<file path="src/core_defines_macros.svh">
`ifndef CORE_DEFINES_MACROS_SVH
`define CORE_DEFINES_MACROS_SVH

// Word and field widths
`define DATA_WIDTH      32
`define GPR_ADDR_WIDTH  5
`define ALU_OP_WIDTH    8
`define ALU_SEL_WIDTH   3

// 3R format opcodes, instr[31:15]
`define EXE_ADD_W       17'h00020
`define EXE_SUB_W       17'h00022
`define EXE_SLT         17'h00024
`define EXE_SLTU        17'h00025
`define EXE_NOR         17'h00028
`define EXE_AND         17'h00029
`define EXE_OR          17'h0002a
`define EXE_XOR         17'h0002b
`define EXE_ORN         17'h0002c
`define EXE_ANDN        17'h0002d
`define EXE_SLL_W       17'h0002e
`define EXE_SRL_W       17'h0002f
`define EXE_SRA_W       17'h00030
`define EXE_MUL_W       17'h00038
`define EXE_MULH_W      17'h00039
`define EXE_MULH_WU     17'h0003a
`define EXE_DIV_W       17'h00040
`define EXE_MOD_W       17'h00041
`define EXE_DIV_WU      17'h00042
`define EXE_MOD_WU      17'h00043
`define EXE_BREAK       17'h00054
`define EXE_SYSCALL     17'h00056
`define EXE_IDLE        17'h00c91
`define EXE_INVTLB      17'h00c93
`define EXE_DBAR        17'h070e4
`define EXE_IBAR        17'h070e5

// 2RI12 format opcodes, instr[31:22]
`define EXE_SLTI        10'h008
`define EXE_SLTUI       10'h009
`define EXE_ADDI_W      10'h00a
`define EXE_ANDI        10'h00d
`define EXE_ORI         10'h00e
`define EXE_XORI        10'h00f

// ALU operation codes
`define EXE_NOP_OP      8'h00
`define EXE_ADD_OP      8'h01
`define EXE_SUB_OP      8'h02
`define EXE_SLT_OP      8'h03
`define EXE_SLTU_OP     8'h04
`define EXE_NOR_OP      8'h05
`define EXE_AND_OP      8'h06
`define EXE_OR_OP       8'h07
`define EXE_XOR_OP      8'h08
`define EXE_ORN_OP      8'h09
`define EXE_ANDN_OP     8'h0a
`define EXE_SLL_OP      8'h0b
`define EXE_SRL_OP      8'h0c
`define EXE_SRA_OP      8'h0d
`define EXE_MUL_OP      8'h0e
`define EXE_MULH_OP     8'h0f
`define EXE_MULHU_OP    8'h10
`define EXE_DIV_OP      8'h11
`define EXE_DIVU_OP     8'h12
`define EXE_MOD_OP      8'h13
`define EXE_MODU_OP     8'h14
`define EXE_IDLE_OP     8'h15
`define EXE_BREAK_OP    8'h16
`define EXE_SYSCALL_OP  8'h17
`define EXE_INVTLB_OP   8'h18

// Result class select
`define EXE_RES_NOP     3'b000
`define EXE_RES_ARITH   3'b001
`define EXE_RES_LOGIC   3'b010
`define EXE_RES_SHIFT   3'b011

`endif

</file>
<file path="src/core_types_pkg.sv">
`include "core_defines_macros.svh"

package core_types;

    // Instruction word as fetched from the instruction buffer
    typedef logic [`DATA_WIDTH-1:0] instr_t;

    // Immediates and register data
    typedef logic [`DATA_WIDTH-1:0] data_t;

    // General register index
    typedef logic [`GPR_ADDR_WIDTH-1:0] gpr_addr_t;

    // ALU control
    typedef logic [`ALU_OP_WIDTH-1:0] alu_op_t;
    typedef logic [`ALU_SEL_WIDTH-1:0] alu_sel_t;

    // Decode stage idle FSM
    typedef enum logic {
        DEC_RUN  = 1'b0,
        DEC_IDLE = 1'b1
    } idle_state_t;

endpackage

</file>
<file path="src/decode_result_if.sv">
`timescale 1ns/1ps

// One decoder's result, all fields zero when valid is low
interface decode_result_if
    import core_types::*;
();

    logic      valid;

    // Bit 0 is rj, bit 1 is rk
    logic [1:0] reg_read_valid;
    gpr_addr_t reg_read_addr_rj;
    gpr_addr_t reg_read_addr_rk;

    logic      reg_write_valid;
    gpr_addr_t reg_write_addr;

    logic      use_imm;
    data_t     imm;

    alu_op_t   aluop;
    alu_sel_t  alusel;

    // Special instructions
    logic      is_break;
    logic      is_syscall;
    logic      is_idle;

    modport producer (
        output valid, reg_read_valid, reg_read_addr_rj, reg_read_addr_rk,
        output reg_write_valid, reg_write_addr, use_imm, imm, aluop, alusel,
        output is_break, is_syscall, is_idle
    );

    modport consumer (
        input valid, reg_read_valid, reg_read_addr_rj, reg_read_addr_rk,
        input reg_write_valid, reg_write_addr, use_imm, imm, aluop, alusel,
        input is_break, is_syscall, is_idle
    );

endinterface

</file>
<file path="src/decoder_3r.sv">
`timescale 1ns/1ps
`include "core_defines_macros.svh"

// Three-register format {opcode[16:0], rk, rj, rd}
module decoder_3r
    import core_types::*;
(
    input instr_t               instr_i,
    decode_result_if.producer   res
);

    gpr_addr_t rd;
    gpr_addr_t rj;
    gpr_addr_t rk;

    assign rd = instr_i[4:0];
    assign rj = instr_i[9:5];
    assign rk = instr_i[14:10];

    always_comb begin
        // Common case reads rj and rk, writes rd
        res.valid            = 1'b1;
        res.reg_read_valid   = 2'b11;
        res.reg_read_addr_rj = rj;
        res.reg_read_addr_rk = rk;
        res.reg_write_valid  = 1'b1;
        res.reg_write_addr   = rd;
        res.use_imm          = 1'b0;
        res.imm              = '0;
        res.aluop            = `EXE_NOP_OP;
        res.alusel           = `EXE_RES_NOP;
        res.is_break         = 1'b0;
        res.is_syscall       = 1'b0;
        res.is_idle          = 1'b0;

        case (instr_i[31:15])
            `EXE_ADD_W:   {res.aluop, res.alusel} = {`EXE_ADD_OP,   `EXE_RES_ARITH};
            `EXE_SUB_W:   {res.aluop, res.alusel} = {`EXE_SUB_OP,   `EXE_RES_ARITH};
            `EXE_SLT:     {res.aluop, res.alusel} = {`EXE_SLT_OP,   `EXE_RES_ARITH};
            `EXE_SLTU:    {res.aluop, res.alusel} = {`EXE_SLTU_OP,  `EXE_RES_ARITH};
            `EXE_NOR:     {res.aluop, res.alusel} = {`EXE_NOR_OP,   `EXE_RES_LOGIC};
            `EXE_AND:     {res.aluop, res.alusel} = {`EXE_AND_OP,   `EXE_RES_LOGIC};
            `EXE_OR:      {res.aluop, res.alusel} = {`EXE_OR_OP,    `EXE_RES_LOGIC};
            `EXE_XOR:     {res.aluop, res.alusel} = {`EXE_XOR_OP,   `EXE_RES_LOGIC};
            `EXE_ORN:     {res.aluop, res.alusel} = {`EXE_ORN_OP,   `EXE_RES_LOGIC};
            `EXE_ANDN:    {res.aluop, res.alusel} = {`EXE_ANDN_OP,  `EXE_RES_LOGIC};
            `EXE_SLL_W:   {res.aluop, res.alusel} = {`EXE_SLL_OP,   `EXE_RES_SHIFT};
            `EXE_SRL_W:   {res.aluop, res.alusel} = {`EXE_SRL_OP,   `EXE_RES_SHIFT};
            `EXE_SRA_W:   {res.aluop, res.alusel} = {`EXE_SRA_OP,   `EXE_RES_SHIFT};
            `EXE_MUL_W:   {res.aluop, res.alusel} = {`EXE_MUL_OP,   `EXE_RES_ARITH};
            `EXE_MULH_W:  {res.aluop, res.alusel} = {`EXE_MULH_OP,  `EXE_RES_ARITH};
            `EXE_MULH_WU: {res.aluop, res.alusel} = {`EXE_MULHU_OP, `EXE_RES_ARITH};
            `EXE_DIV_W:   {res.aluop, res.alusel} = {`EXE_DIV_OP,   `EXE_RES_ARITH};
            `EXE_DIV_WU:  {res.aluop, res.alusel} = {`EXE_DIVU_OP,  `EXE_RES_ARITH};
            `EXE_MOD_W:   {res.aluop, res.alusel} = {`EXE_MOD_OP,   `EXE_RES_ARITH};
            `EXE_MOD_WU:  {res.aluop, res.alusel} = {`EXE_MODU_OP,  `EXE_RES_ARITH};
            `EXE_BREAK, `EXE_SYSCALL, `EXE_IDLE, `EXE_DBAR, `EXE_IBAR: begin
                // No general registers touched here
                res.reg_read_valid   = 2'b00;
                res.reg_read_addr_rj = '0;
                res.reg_read_addr_rk = '0;
                res.reg_write_valid  = 1'b0;
                res.reg_write_addr   = '0;
                res.is_break         = (instr_i[31:15] == `EXE_BREAK);
                res.is_syscall       = (instr_i[31:15] == `EXE_SYSCALL);
                res.is_idle          = (instr_i[31:15] == `EXE_IDLE);
                if (res.is_break) begin
                    res.aluop = `EXE_BREAK_OP;
                end else if (res.is_syscall) begin
                    res.aluop = `EXE_SYSCALL_OP;
                end else if (res.is_idle) begin
                    res.aluop = `EXE_IDLE_OP;
                end
            end
            `EXE_INVTLB: begin
                // rd field is an op selector, not a register
                res.aluop           = `EXE_INVTLB_OP;
                res.use_imm         = 1'b1;
                res.imm             = {{(`DATA_WIDTH-`GPR_ADDR_WIDTH){1'b0}}, rd};
                res.reg_write_valid = 1'b0;
                res.reg_write_addr  = '0;
            end
            default: begin
                // Not a 3R word
                res.valid            = 1'b0;
                res.reg_read_valid   = 2'b00;
                res.reg_read_addr_rj = '0;
                res.reg_read_addr_rk = '0;
                res.reg_write_valid  = 1'b0;
                res.reg_write_addr   = '0;
            end
        endcase
    end

endmodule

</file>
<file path="src/decoder_2ri12.sv">
`timescale 1ns/1ps
`include "core_defines_macros.svh"

// Register plus 12-bit immediate ALU format {opcode[9:0], si12, rj, rd}
module decoder_2ri12
    import core_types::*;
(
    input instr_t               instr_i,
    decode_result_if.producer   res
);

    logic [11:0] imm12;
    data_t       imm_sext;
    data_t       imm_zext;

    assign imm12    = instr_i[21:10];
    assign imm_sext = {{(`DATA_WIDTH-12){imm12[11]}}, imm12};
    assign imm_zext = {{(`DATA_WIDTH-12){1'b0}}, imm12};

    always_comb begin
        res.valid            = 1'b1;
        res.reg_read_valid   = 2'b01;
        res.reg_read_addr_rj = instr_i[9:5];
        res.reg_read_addr_rk = '0;
        res.reg_write_valid  = 1'b1;
        res.reg_write_addr   = instr_i[4:0];
        res.use_imm          = 1'b1;
        res.imm              = imm_sext;
        res.aluop            = `EXE_NOP_OP;
        res.alusel           = `EXE_RES_NOP;
        // Never special in this format
        res.is_break         = 1'b0;
        res.is_syscall       = 1'b0;
        res.is_idle          = 1'b0;

        case (instr_i[31:22])
            `EXE_ADDI_W: {res.aluop, res.alusel} = {`EXE_ADD_OP,  `EXE_RES_ARITH};
            `EXE_SLTI:   {res.aluop, res.alusel} = {`EXE_SLT_OP,  `EXE_RES_ARITH};
            `EXE_SLTUI:  {res.aluop, res.alusel} = {`EXE_SLTU_OP, `EXE_RES_ARITH};
            `EXE_ANDI, `EXE_ORI, `EXE_XORI: begin
                // Logic immediates are zero-extended
                res.imm    = imm_zext;
                res.alusel = `EXE_RES_LOGIC;
                case (instr_i[31:22])
                    `EXE_ANDI: res.aluop = `EXE_AND_OP;
                    `EXE_ORI:  res.aluop = `EXE_OR_OP;
                    default:   res.aluop = `EXE_XOR_OP;
                endcase
            end
            default: begin
                res.valid            = 1'b0;
                res.reg_read_valid   = 2'b00;
                res.reg_read_addr_rj = '0;
                res.reg_write_valid  = 1'b0;
                res.reg_write_addr   = '0;
                res.use_imm          = 1'b0;
                res.imm              = '0;
            end
        endcase
    end

endmodule

</file>
<file path="src/decode_merge.sv">
`timescale 1ns/1ps

module decode_merge
    import core_types::*;
(
    input  logic                clk,
    input  logic                rst_n_i,
    input  logic                instr_valid_i,
    input  logic                stall_i,
    input  logic                wake_i,
    decode_result_if.consumer   r3,
    decode_result_if.consumer   r2i,
    output logic                dec_valid_o,
    output logic [1:0]          reg_read_valid_o,
    output gpr_addr_t           reg_read_addr_rj_o,
    output gpr_addr_t           reg_read_addr_rk_o,
    output logic                reg_write_valid_o,
    output gpr_addr_t           reg_write_addr_o,
    output logic                use_imm_o,
    output data_t               imm_o,
    output alu_op_t             aluop_o,
    output alu_sel_t            alusel_o,
    output logic                break_o,
    output logic                syscall_o,
    output logic                ine_o,
    output logic                idle_o
);

    idle_state_t state;
    logic        accept;
    logic        take_idle;

    assign accept    = instr_valid_i && !stall_i && (state == DEC_RUN);
    assign take_idle = accept && r3.valid && r3.is_idle;
    assign idle_o    = (state == DEC_IDLE);

    always_ff @(posedge clk or negedge rst_n_i) begin
        if (!rst_n_i) begin
            state <= DEC_RUN;
        end else if (state == DEC_IDLE && wake_i) begin
            state <= DEC_RUN;
        end else if (take_idle) begin
            state <= DEC_IDLE;
        end
    end

    // Output register; an accepted idle word shows up as idle_o only
    always_ff @(posedge clk or negedge rst_n_i) begin
        if (!rst_n_i) begin
            dec_valid_o        <= 1'b0;
            reg_read_valid_o   <= 2'b00;
            reg_read_addr_rj_o <= '0;
            reg_read_addr_rk_o <= '0;
            reg_write_valid_o  <= 1'b0;
            reg_write_addr_o   <= '0;
            use_imm_o          <= 1'b0;
            imm_o              <= '0;
            aluop_o            <= '0;
            alusel_o           <= '0;
            break_o            <= 1'b0;
            syscall_o          <= 1'b0;
            ine_o              <= 1'b0;
        end else if (!stall_i) begin
            if (accept && !take_idle) begin
                dec_valid_o <= 1'b1;
                ine_o       <= !r3.valid && !r2i.valid;
                if (r3.valid) begin
                    reg_read_valid_o   <= r3.reg_read_valid;
                    reg_read_addr_rj_o <= r3.reg_read_addr_rj;
                    reg_read_addr_rk_o <= r3.reg_read_addr_rk;
                    reg_write_valid_o  <= r3.reg_write_valid;
                    reg_write_addr_o   <= r3.reg_write_addr;
                    use_imm_o          <= r3.use_imm;
                    imm_o              <= r3.imm;
                    aluop_o            <= r3.aluop;
                    alusel_o           <= r3.alusel;
                    break_o            <= r3.is_break;
                    syscall_o          <= r3.is_syscall;
                end else begin
                    // Zero fields from 2RI12 when neither decoder matched
                    reg_read_valid_o   <= r2i.reg_read_valid;
                    reg_read_addr_rj_o <= r2i.reg_read_addr_rj;
                    reg_read_addr_rk_o <= r2i.reg_read_addr_rk;
                    reg_write_valid_o  <= r2i.reg_write_valid;
                    reg_write_addr_o   <= r2i.reg_write_addr;
                    use_imm_o          <= r2i.use_imm;
                    imm_o              <= r2i.imm;
                    aluop_o            <= r2i.aluop;
                    alusel_o           <= r2i.alusel;
                    break_o            <= r2i.is_break;
                    syscall_o          <= r2i.is_syscall;
                end
            end else begin
                dec_valid_o        <= 1'b0;
                reg_read_valid_o   <= 2'b00;
                reg_read_addr_rj_o <= '0;
                reg_read_addr_rk_o <= '0;
                reg_write_valid_o  <= 1'b0;
                reg_write_addr_o   <= '0;
                use_imm_o          <= 1'b0;
                imm_o              <= '0;
                aluop_o            <= '0;
                alusel_o           <= '0;
                break_o            <= 1'b0;
                syscall_o          <= 1'b0;
                ine_o              <= 1'b0;
            end
        end
    end

    // The two formats have disjoint opcode spaces
    assert property (@(posedge clk) disable iff (!rst_n_i)
        !(r3.valid && r2i.valid));

    // Idle stage never presents a decoded word
    assert property (@(posedge clk) disable iff (!rst_n_i)
        !(idle_o && dec_valid_o));

endmodule

</file>
<file path="src/id_stage.sv">
`timescale 1ns/1ps

module id_stage
    import core_types::*;
(
    input  logic        clk,
    input  logic        rst_n_i,
    input  logic        instr_valid_i,
    input  instr_t      instr_i,
    input  logic        stall_i,
    input  logic        wake_i,
    output logic        dec_valid_o,
    output logic [1:0]  reg_read_valid_o,
    output gpr_addr_t   reg_read_addr_rj_o,
    output gpr_addr_t   reg_read_addr_rk_o,
    output logic        reg_write_valid_o,
    output gpr_addr_t   reg_write_addr_o,
    output logic        use_imm_o,
    output data_t       imm_o,
    output alu_op_t     aluop_o,
    output alu_sel_t    alusel_o,
    output logic        break_o,
    output logic        syscall_o,
    output logic        ine_o,
    output logic        idle_o
);

    decode_result_if if_3r ();
    decode_result_if if_2ri12 ();

    // Both decoders see the same word
    decoder_3r u_decoder_3r (
        .instr_i (instr_i),
        .res     (if_3r.producer)
    );

    decoder_2ri12 u_decoder_2ri12 (
        .instr_i (instr_i),
        .res     (if_2ri12.producer)
    );

    decode_merge u_decode_merge (
        .clk                (clk),
        .rst_n_i            (rst_n_i),
        .instr_valid_i      (instr_valid_i),
        .stall_i            (stall_i),
        .wake_i             (wake_i),
        .r3                 (if_3r.consumer),
        .r2i                (if_2ri12.consumer),
        .dec_valid_o        (dec_valid_o),
        .reg_read_valid_o   (reg_read_valid_o),
        .reg_read_addr_rj_o (reg_read_addr_rj_o),
        .reg_read_addr_rk_o (reg_read_addr_rk_o),
        .reg_write_valid_o  (reg_write_valid_o),
        .reg_write_addr_o   (reg_write_addr_o),
        .use_imm_o          (use_imm_o),
        .imm_o              (imm_o),
        .aluop_o            (aluop_o),
        .alusel_o           (alusel_o),
        .break_o            (break_o),
        .syscall_o          (syscall_o),
        .ine_o              (ine_o),
        .idle_o             (idle_o)
    );

endmodule

</file>
<file path="config.mk">
export PLATFORM = sky130hd
export DESIGN_NAME = id_stage
export DESIGN_NICKNAME = d
export VERILOG_FILES = /design/src/core_types_pkg.sv /design/src/decode_result_if.sv /design/src/decoder_3r.sv /design/src/decoder_2ri12.sv /design/src/decode_merge.sv /design/src/id_stage.sv
export VERILOG_INCLUDE_DIRS = /design/src
export SDC_FILE = /design/constraint.sdc
export NUM_CORES = 1
export LEC_CHECK = 0
export BUFFER_PORTS_ARGS = -buffer_cell sky130_fd_sc_hd__buf_2
export CORE_AREA = 10 10 86 88
export CTS_CLUSTER_SIZE = 30
export DETAILED_ROUTE_END_ITERATION = 12
export DIE_AREA = 0 0 96 98
export PLACE_DENSITY = 0.79
export SYNTH_ARGS = -nofsm -noshare
export SYNTH_HDL_FRONTEND = slang
export SYNTH_SLANG_ARGS = --single-unit
</file>
<file path="constraint.sdc">
create_clock -name clk -period 1.8 [get_ports clk]
set_input_delay 0.45 -clock clk [delete_from_list [all_inputs] [get_ports clk]]
set_output_delay 0.45 -clock clk [all_outputs]
set_load 0.05 [all_outputs]
</file>
==> impl_metrics.py, run 1 <==
metrics = {
    "clock_tree": {
        "numCtsBuffers": 5,
        "postCtsHoldBufs": 0,
        "clkTransAtPathRegs_ps": 90,
        "h-tree-depth": 2,
        "cts_buffer_depth": 2,
        "insertion_delay_ps": 290,
        "cts_sinks": 44,
        "cts_root_buffer": "clkbuf_8",
        "cts_tree": "done",
    },
    "power_and_ir_drop": {
        "power_density_mw_per_mm2": 525,
        "power_mw": 2.18,
        "total_leakage_power_nw": 2.09,
        "ir_worst_vdd_uv": 478,
    },
    "logic_synthesis": {
        "synth_ff_type": "dfrtp_1",
        "netlist_area_mm2": 0.00280,
        "avgSynthCellArea_um2": 9.40,
        "yosys_warnings": 0,
        "ys_seq_area_share_pct": 39.3,
        "synth-edff-count": 0,
        "yosysUniqueCellTypes": 60,
        "async_reset_ff_share_pct": 100,
        "synth_seq_cells": 44,
        "syn_inst": 298,
    },
    "timing": {
        "setup_slack_ps": -83.3,
        "hold_viol": 0,
        "max_freq_mhz": 531,
        "finalMaxSlewViolations": 0,
        "setup_violations": 8,
        "rsz0062_at_grt": "true",
        "final.min_clock_period_ps": 1880,
        "skew_ps": 8.59,
        "period_share_pct": 105,
        "setup_tns_ps": -245,
        "whs_ps": 89.9,
    },
    "layout": {
        "diodes": 0,
        "n_fill_cell": 444,
        "multi_input_area_mm2": 0.00157,
        "drive_gt1_share_pct": 51.9,
        "seqCellArea_mm2": 0.00110,
        "area_growth_pct": 48.5,
        "final_util_pct": 72.4,
        "final_nets": 485,
    },
    "critical_path": {
        "r2r-end": "u_decode_merge.reg_read_addr_rk_o[2]$_DFFE_PN0N_",
        "start_kind": "primary input",
        "crit_start": "instr_i[27]",
        "setup.worst_path.end_class": "flip-flop",
        "timing.rr.start": "u_decode_merge.idle_o$_DFFE_PN0P_",
        "max_stage_delay_ps": 380,
        "critical_path.cell_chain": "buf_8 -> nor4_4 -> buf_4 -> nand4_1 -> buf_4 -> a31oi_4 -> buf_6 -> nor3_4 -> buf_12 -> a32o_1",
        "cp.depth": 10,
        "crit_buf_inv": 5,
        "critPathMaxFanout": 9,
        "worst_ep_arrival_time_ps": 2060,
        "crit_required_ps": 1980,
        "reg2reg_depth": 6,
        "path_common_cell": "buf_4",
        "critical_path.top_delay_family": "buffers and inverters",
        "worst_path_max_delay_cell": "nor4_4",
        "endpoint": "u_decode_merge.ine_o$_DFFE_PN0N_",
        "r2r_slack_ps": 320,
        "critical_path_class": "primary input to flip-flop",
    },
    "routing": {
        "routed.top_layer": "met4",
        "wl_met3_um": 745,
        "antenna_left": 0,
        "drcViolationCount": 0,
        "wl_met1_um": 3870,
        "firstDrtPassIters": 5,
        "wire_per_inst_um": 18.9,
        "wl_met2_um": 5110,
        "first_iter_violations": 128,
        "drt-total-wl_um": 9930,
        "dr_total_vias": 2950,
        "vias_per_cell": 5.63,
    },
    "die": {
        "die_y_um": 98,
        "core_mm2": 0.00575,
        "io_pins": 104,
        "die_width_um": 96,
        "initial_core_util_pct": 48.7,
        "num_rows": 28,
        "dieArea_mm2": 0.00941,
    },
    "outcome": {
        "run_status": "complete, but fails checks",
        "violations": "negative setup slack",
    },
    "placement": {
        "pre_cts_slack_ps": -450,
        "portBuffers": 99,
        "place_congestion": 0.932,
        "dp.final_hpwl_um": 7480,
    },
    "global_route": {
        "first_global_vias": 2945,
        "grt_pass1_wl_um": 14900,
        "grt_usage_pct": 19.3,
        "antenna_found_initial": 0,
        "grt-ovfl-total": 0,
        "grt_max_degree": 33,
    },
    "run": {
        "cap_violations": 0,
    },
    "worst_hold_path": {
        "hold_path.class": "primary input to asynchronous set/reset pin",
    },
}
## worst min-delay path by stage
stage | slack, ps | from | end | cells past startpoint
2_1_floorplan | 150 | rst_n_i | u_decode_merge.aluop_o[0]$_DFFE_PN0N_ | 0
4_1_cts | 100 | rst_n_i | u_decode_merge.imm_o[1]$_DFFE_PN0N_ | 1
3_3_place_gp | 410 | rst_n_i | u_decode_merge.imm_o[3]$_DFFE_PN0N_ | 1
6_report | 90 | rst_n_i | u_decode_merge.imm_o[3]$_DFFE_PN0N_ | 1
3_5_place_dp | 430 | rst_n_i | u_decode_merge.imm_o[3]$_DFFE_PN0N_ | 1
5_1_grt | 110 | rst_n_i | u_decode_merge.imm_o[3]$_DFFE_PN0N_ | 1
## cell families after synthesis
family	synth area share, %
muxes	0.715
and+or+nand+nor	27.6
AOI/OAI and AO/OA	20.9
other	0.134
DFF	39.3
buffers and inverters	11.0
xor gates and xnor gates	0.313
## what timing repair did
action | 4_1_cts | 5_1_grt
setup endpoints to repair | 18 | 55
resized for setup | 19 | 43
endpoints found under the hold margin | 0 | 0
gates cloned | 0 | 2
pin swaps | 12 | 18
setup buffers | 6 | 8
## metrics by stage
stage | std cells | instance area (µm²)
floorplan | 301 | 2860
global placement | 502 | 3680
detailed placement | 502 | 3680
CTS | 515 | 3940
global route | 524 | 4160
finish | 524 | 4160
## synthesized netlist by cell type (all sizes together), types with 7 or more instances
library cell / number / area, µm²
a22oi: 10 / 75.1
dfrtp: 44 / 1100
nor2: 9 / 41.3
a22o: 14 / 123
nand3: 26 / 140
buf: 36 / 263
nor2b: 7 / 43.8
nand2: 37 / 141
o21ai: 22 / 114
nor3: 9 / 61.3
## power by group
part	internal (mW)	total (mW)	switching (mW)	leakage, nW
registers	0.993	0.996	0.00317	0.610
clock network	0.454	0.789	0.335	0.0614
logic	0.164	0.399	0.235	1.42
total	1.61	2.18	0.573	2.09
## flip-flops by register name, indices dropped and copies added (netlist names)
name	cells
u_decode_merge.reg_write_addr_o	5
u_decode_merge.use_imm_o	1
u_decode_merge.dec_valid_o	1
u_decode_merge.alusel_o	2
u_decode_merge.reg_write_valid_o	1
u_decode_merge.reg_read_addr_rk_o	5
u_decode_merge.reg_read_valid_o	2
u_decode_merge.reg_read_addr_rj_o	5
u_decode_merge.break_o	1
u_decode_merge.syscall_o	1
u_decode_merge.imm_o	13
u_decode_merge.aluop_o	5
u_decode_merge.ine_o	1
u_decode_merge.idle_o	1
## cell usage in the layout (no fill, tap or decap), types with 7 or more instances in the layout
master	Yosys	routed
buf_2	6	90
buf_4	26	73
dfrtp_1	44	43
nand2_1	36	35
nand3_1	24	22
a22o_1	14	14
o21ai_1	10	12
buf_6	3	10
o21ai_0	11	9
nor2b_1	7	7
## worst register-to-register path, cell delays in order (launching register included)
cell	delay, ps
dfrtp_1	410
inv_1	90
nand3b_1	210
nor2_4	230
buf_2	210
nand3_1	100
o21ai_1	140
## per-layer routing
metal / vias up / track usage (%)
met5: - / 0
met4: 0 / 5.22
met3: 18 / 3.75
met2: 114 / 33.5
met1: 1434 / 23.4
li1: 1384 / -
## final cells by class
class	instances	area share (%)
tap	75	2.26
clock inverter	2	0.933
inverter	6	0.542
sequential	44	26.5
clock buffer	6	1.99
multi-input combinational	209	37.7
timing repair buffer	182	30.1
Power figures use the tool's default switching activity.
==> run 2, diff against run 1 <==
- CELL_PAD_IN_SITES_DETAIL_PLACEMENT: unset -> 1
- CELL_PAD_IN_SITES_GLOBAL_PLACEMENT: unset -> 1
- CORE_AREA: 10 10 86 88 -> 10 10 100 102
- DIE_AREA: 0 0 96 98 -> 0 0 110 112
- PLACE_DENSITY: 0.79 -> 0.76
==> run 2 against run 1 <==
The flow still finishes with violations (negative setup slack). First-iteration DRC count rose by 7.8%. Largest cell class unchanged. Highest routed layer unchanged. Via count down 1.6%. Maximum frequency up 3.5%.
==> impl_metrics.py, run 2 (same netlist as run 1, synthesis figures left out) <==
metrics = {
    "power_and_ir_drop": {
        "power_mw": 2.20,
        "total_leakage_power_nw": 2.06,
        "power_density_mw_per_mm2": 536,
        "ir_worst_vdd_uv": 255,
    },
    "layout": {
        "layout_common_cells": "buf_2 (92), buf_4 (71), dfrtp_1 (44), nand2_1 (34), nand3_1 (21)",
        "diodes": 0,
        "final_nets": 476,
        "final_area_mm2": 0.00411,
        "largest_register": "u_decode_merge.imm_o",
        "area_growth_pct": 46.6,
        "final_common_cell": "buf_2",
        "largest_reg_flops": 13,
        "drive_gt1_share_pct": 53.2,
        "n_fill_cell": 954,
    },
    "routing": {
        "drcViolationCount": 0,
        "firstDrtPassIters": 5,
        "antenna_left": 0,
        "vias_per_cell": 5.33,
        "first_iter_violations": 138,
        "drt-total-wl_um": 10800,
        "dr_total_vias": 2903,
        "wire_per_inst_um": 19.9,
    },
    "critical_path": {
        "critical_path.top_delay_family": "simple AND/OR/NAND/NOR gates",
        "worst_ep_arrival_time_ps": 2020,
        "worst_path_max_delay_cell": "nor4_4",
        "critical_path.cell_chain": "buf_2 -> and4bb_2 -> nand3_2 -> nor4_4 -> buf_4 -> nand2b_4 -> o21ai_4 -> a22o_1",
        "critPathMaxFanout": 6,
        "critical_path_class": "primary input to flip-flop",
        "max_stage_delay_ps": 350,
        "crit_required_ps": 2000,
        "setup.worst_path.end_class": "flip-flop",
        "start_kind": "primary input",
        "crit_buf_inv": 2,
    },
    "timing": {
        "worst_pin_slew_ps": 549,
        "final.min_clock_period_ps": 1820,
        "rsz0062_at_grt": "true",
        "period_share_pct": 101,
        "setup_violations": 10,
        "whs_ps": 230,
        "max_freq_mhz": 549,
        "relSlewSlack_pct": 63.4,
        "hold_viol": 0,
        "finalMaxSlewViolations": 0,
        "skew_ps": 7.42,
        "setup_slack_ps": -20.4,
        "setup_tns_ps": -96.5,
    },
    "clock_tree": {
        "cts_buffer_depth": 2,
        "insertion_delay_ps": 300,
        "h-tree-depth": 2,
        "clkTransAtPathRegs_ps": 90,
        "cts_tree": "done",
        "numCtsBuffers": 5,
        "cts_sinks": 44,
        "postCtsHoldBufs": 0,
        "cts_root_buffer": "clkbuf_8",
    },
    "placement": {
        "place_congestion": 0.909,
        "pre_cts_slack_ps": -497,
        "portBuffers": 99,
        "post_dp_cell_area_mm2": 0.00368,
        "dp.final_hpwl_um": 8250,
    },
    "run": {
        "cap_violations": 0,
    },
    "die": {
        "dieArea_mm2": 0.0123,
        "die_y_um": 112,
        "die_width_um": 110,
        "num_rows": 33,
        "initial_core_util_pct": 34.8,
        "core_mm2": 0.00805,
        "io_pins": 104,
    },
    "global_route": {
        "antenna_found_initial": 0,
        "grt_pass1_wl_um": 16300,
        "grt_max_degree": 45,
        "first_global_vias": 3050,
        "grt-ovfl-total": 0,
        "grt_usage_pct": 16.2,
    },
    "outcome": {
        "run_status": "complete, but fails checks",
        "violations": "negative setup slack",
    },
    "worst_hold_path": {
        "hold_path.class": "primary input to asynchronous set/reset pin",
    },
}
run 2: cell count changes in the layout (fill, tap and decap cells not counted), sizes merged:
cell    previous run  this run
buf              180       172
clkbuf             8         6
nand3             26        27
run 2: final timing paths:
check,start,to,slack [ps],cells after the start
worst max-delay path,instr_i[26],u_decode_merge.reg_write_addr_o[3]$_DFFE_PN0N_,-20,8
worst min-delay path,rst_n_i,u_decode_merge.imm_o[7]$_DFFE_PN0N_,230,2
worst max register to register,u_decode_merge.idle_o$_DFFE_PN0P_,u_decode_merge.reg_read_addr_rj_o[4]$_DFFE_PN0N_,360,6
worst min register to register,u_decode_merge.aluop_o[2]$_DFFE_PN0N_,u_decode_merge.aluop_o[2]$_DFFE_PN0N_,480,2
max in group asynchronous,rst_n_i,u_decode_merge.ine_o$_DFFE_PN0N_,1200,2
min in group clk,wake_i,u_decode_merge.idle_o$_DFFE_PN0P_,370,2
run 2: timing repair:
action / in CTS / in global routing
gates cloned: 0 / 1
setup endpoints to repair: 23 / 50
resized for setup: 19 / 35
endpoints found under the hold margin: 0 / 0
pin swaps: 8 / 28
setup buffers: 2 / 9
run 2: power by group:
part / internal, mW / switching [mW] / total [mW] / leakage [nW]
logic: 0.151 / 0.242 / 0.393 / 1.39
clock network: 0.454 / 0.355 / 0.809 / 0.0614
registers: 0.993 / 0.00341 / 0.996 / 0.611
run 2: final cells by class:
class                      instances  area [µm²]  share of cell area [%]
timing repair buffer             172        1120                    27.3
clock inverter                     2        38.8                   0.945
multi-input combinational        210        1610                    39.2
inverter                           6        22.5                   0.549
tap                              105         131                    3.20
sequential                        44        1100                    26.8
clock buffer                       6        82.6                    2.01
run 2: stage by stage:
stage	util, %	std cells
finish	51.0	545
global route	51.0	545
detailed placement	45.7	525
CTS	48.5	535
global placement	45.7	525
floorplan	-	301
run 2: layer usage:
| metal | wire length, µm | global-route usage (%) | vias up | part of all wire (%) |
|---|---|---|---|---|
| li1 | - | - | 1358 | - |
| met1 | 4270 | 19.2 | 1451 | 39 |
| met2 | 5680 | 28.5 | 82 | 53 |
| met3 | 727 | 3.29 | 12 | 6.7 |
| met4 | 140 | 4.25 | 0 | 1.3 |
| met5 | 0 | 0 | - | 0 |
==> run 3, diff against run 2 <==
- BUFFER_PORTS_ARGS: -buffer_cell sky130_fd_sc_hd__buf_2 -> -buffer_cell sky130_fd_sc_hd__buf_4
- REMOVE_ABC_BUFFERS: unset -> 1
==> run 3 against run 2 <==
The flow still finishes with violations (negative setup slack). Clock-buffer cell count down 1. Critical path depth unchanged. Hold slack worse by 97 ps. Global-route usage down 0.52 points. Cell count up 0.73%.
==> impl_metrics.py, run 3 (same netlist as run 1, synthesis figures left out) <==
metrics = {
    "timing": {
        "skew_ps": 5.08,
        "setup_slack_ps": -27.7,
        "rsz0062_at_grt": "true",
        "relSlewSlack_pct": 63.2,
        "period_share_pct": 102,
        "finalMaxSlewViolations": 0,
        "setup_violations": 8,
        "hold_viol": 0,
        "final.min_clock_period_ps": 1830,
        "max_freq_mhz": 547,
        "worst_pin_slew_ps": 553,
        "setup_tns_ps": -114,
    },
    "clock_tree": {
        "numCtsBuffers": 5,
        "cts_tree": "done",
        "insertion_delay_ps": 300,
        "h-tree-depth": 2,
        "postCtsHoldBufs": 0,
        "clkTransAtPathRegs_ps": 90,
        "cts_sinks": 44,
        "cts_buffer_depth": 2,
        "cts_root_buffer": "clkbuf_8",
    },
    "routing": {
        "antenna_left": 0,
        "wire_per_inst_um": 19.5,
        "drcViolationCount": 0,
        "drt-total-wl_um": 10700,
        "vias_per_cell": 5.34,
        "firstDrtPassIters": 6,
        "first_iter_violations": 133,
        "dr_total_vias": 2933,
    },
    "critical_path": {
        "setup.worst_path.end_class": "flip-flop",
        "critPathMaxFanout": 6,
        "crit_required_ps": 1990,
        "start_kind": "primary input",
        "worst_ep_arrival_time_ps": 2020,
        "r2r-end": "u_decode_merge.reg_read_addr_rj_o[2]$_DFFE_PN0N_",
        "timing.rr.start": "u_decode_merge.idle_o$_DFFE_PN0P_",
        "critical_path_class": "primary input to flip-flop",
        "r2r_slack_ps": 380,
        "reg2reg_depth": 6,
    },
    "global_route": {
        "grt_usage_pct": 15.7,
        "first_global_vias": 3026,
        "grt_max_degree": 45,
        "antenna_found_initial": 0,
        "grt-ovfl-total": 0,
        "grt_pass1_wl_um": 15700,
    },
    "layout": {
        "area_growth_pct": 56.6,
        "final_common_cell": "buf_4",
        "drive_gt1_share_pct": 52.3,
        "largest_reg_flops": 13,
        "final_nets": 480,
        "final_cells": 549,
        "layout_common_cells": "buf_4 (162), dfrtp_1 (43), nand2_1 (35), nand3_1 (20), a22o_1 (14)",
        "largest_register": "u_decode_merge.imm_o",
        "diodes": 0,
    },
    "worst_hold_path": {
        "hold_path.class": "primary input to asynchronous set/reset pin",
    },
    "placement": {
        "dp.final_hpwl_um": 8200,
        "placed_cells": 527,
        "portBuffers": 99,
        "place_congestion": 0.888,
        "pre_cts_slack_ps": -398,
    },
    "die": {
        "dieArea_mm2": 0.0123,
        "io_pins": 104,
        "die_width_um": 110,
        "core_mm2": 0.00805,
        "initial_core_util_pct": 34.8,
        "num_rows": 33,
        "die_y_um": 112,
    },
    "power_and_ir_drop": {
        "power_density_mw_per_mm2": 501,
        "ir_worst_vdd_uv": 256,
        "total_leakage_power_nw": 2.11,
    },
    "run": {
        "cap_violations": 0,
    },
    "outcome": {
        "violations": "negative setup slack",
        "run_status": "complete, but fails checks",
    },
}
## run 3: final cells by class
class	count	area, µm²
clock buffer	5	68.8
clock inverter	3	46.3
fill	942	3670
inverter	6	22.5
multi-input combinational	210	1600
sequential	44	1100
tap	105	131
timing repair buffer	176	1420
## run 3: metal layers
metal / vias up / part of all wire, % / track usage (%)
met5: - / 0 / 0
met2: 104 / 49 / 26.0
met4: 0 / 1.8 / 3.91
met1: 1442 / 41 / 19.6
li1: 1375 / - / -
met3: 12 / 8.5 / 4.04
## run 3: power by group
| part | switching, mW | internal (mW) |
|---|---|---|
| logic | 0.240 | 0.186 |
| registers | 0.00346 | 0.993 |
| clock network | 0.360 | 0.418 |
## run 3: stage by stage
step | hold slack, ps | instance area (µm²) | power [mW] | util, %
2_1_floorplan | 154 | 2530 | 1.13 | -
3_3_place_gp | 462 | 3910 | 1.39 | 48.5
3_5_place_dp | 475 | 3910 | 1.39 | 48.5
4_1_cts | 144 | 4090 | 2.17 | 50.8
5_1_grt | 163 | 4390 | 2.29 | 54.5
6_report | 133 | 4390 | 2.20 | 54.5
## run 3: timing repair
item                       CTS  global route
gates resized for setup      9            51
gates cloned                 1             0
hold endpoints to repair     0             0
setup endpoints to repair   38            36
setup buffers                2            11
pin swaps                    6            32
## run 3: critical path, cell delays in order
cell and delay [ps]:
buf_8 100, and3b_2 220, o211ai_4 240, o22ai_2 110, a221o_1 410, nor3_4 240
buf_6 170, o21ai_2 60
## run 3: worst max path at each step
stage / slack [ps] / cells after the start / from / end
global placement: -340 / 8 / instr_i[21] / u_decode_merge.reg_write_addr_o[1]$_DFFE_PN0N_
floorplan: -4910 / 2 / u_decode_merge.imm_o[30]$_DFFE_PN0N_ / u_decode_merge.imm_o[30]$_DFFE_PN0N_
finish: -30 / 8 / instr_i[16] / u_decode_merge.reg_read_addr_rj_o[2]$_DFFE_PN0N_
detailed placement: -400 / 8 / instr_i[27] / u_decode_merge.reg_write_addr_o[4]$_DFFE_PN0N_
global route: -80 / 8 / instr_i[16] / u_decode_merge.reg_read_addr_rj_o[2]$_DFFE_PN0N_
CTS: -6 / 7 / instr_i[29] / u_decode_merge.reg_read_addr_rk_o[4]$_DFFE_PN0N_
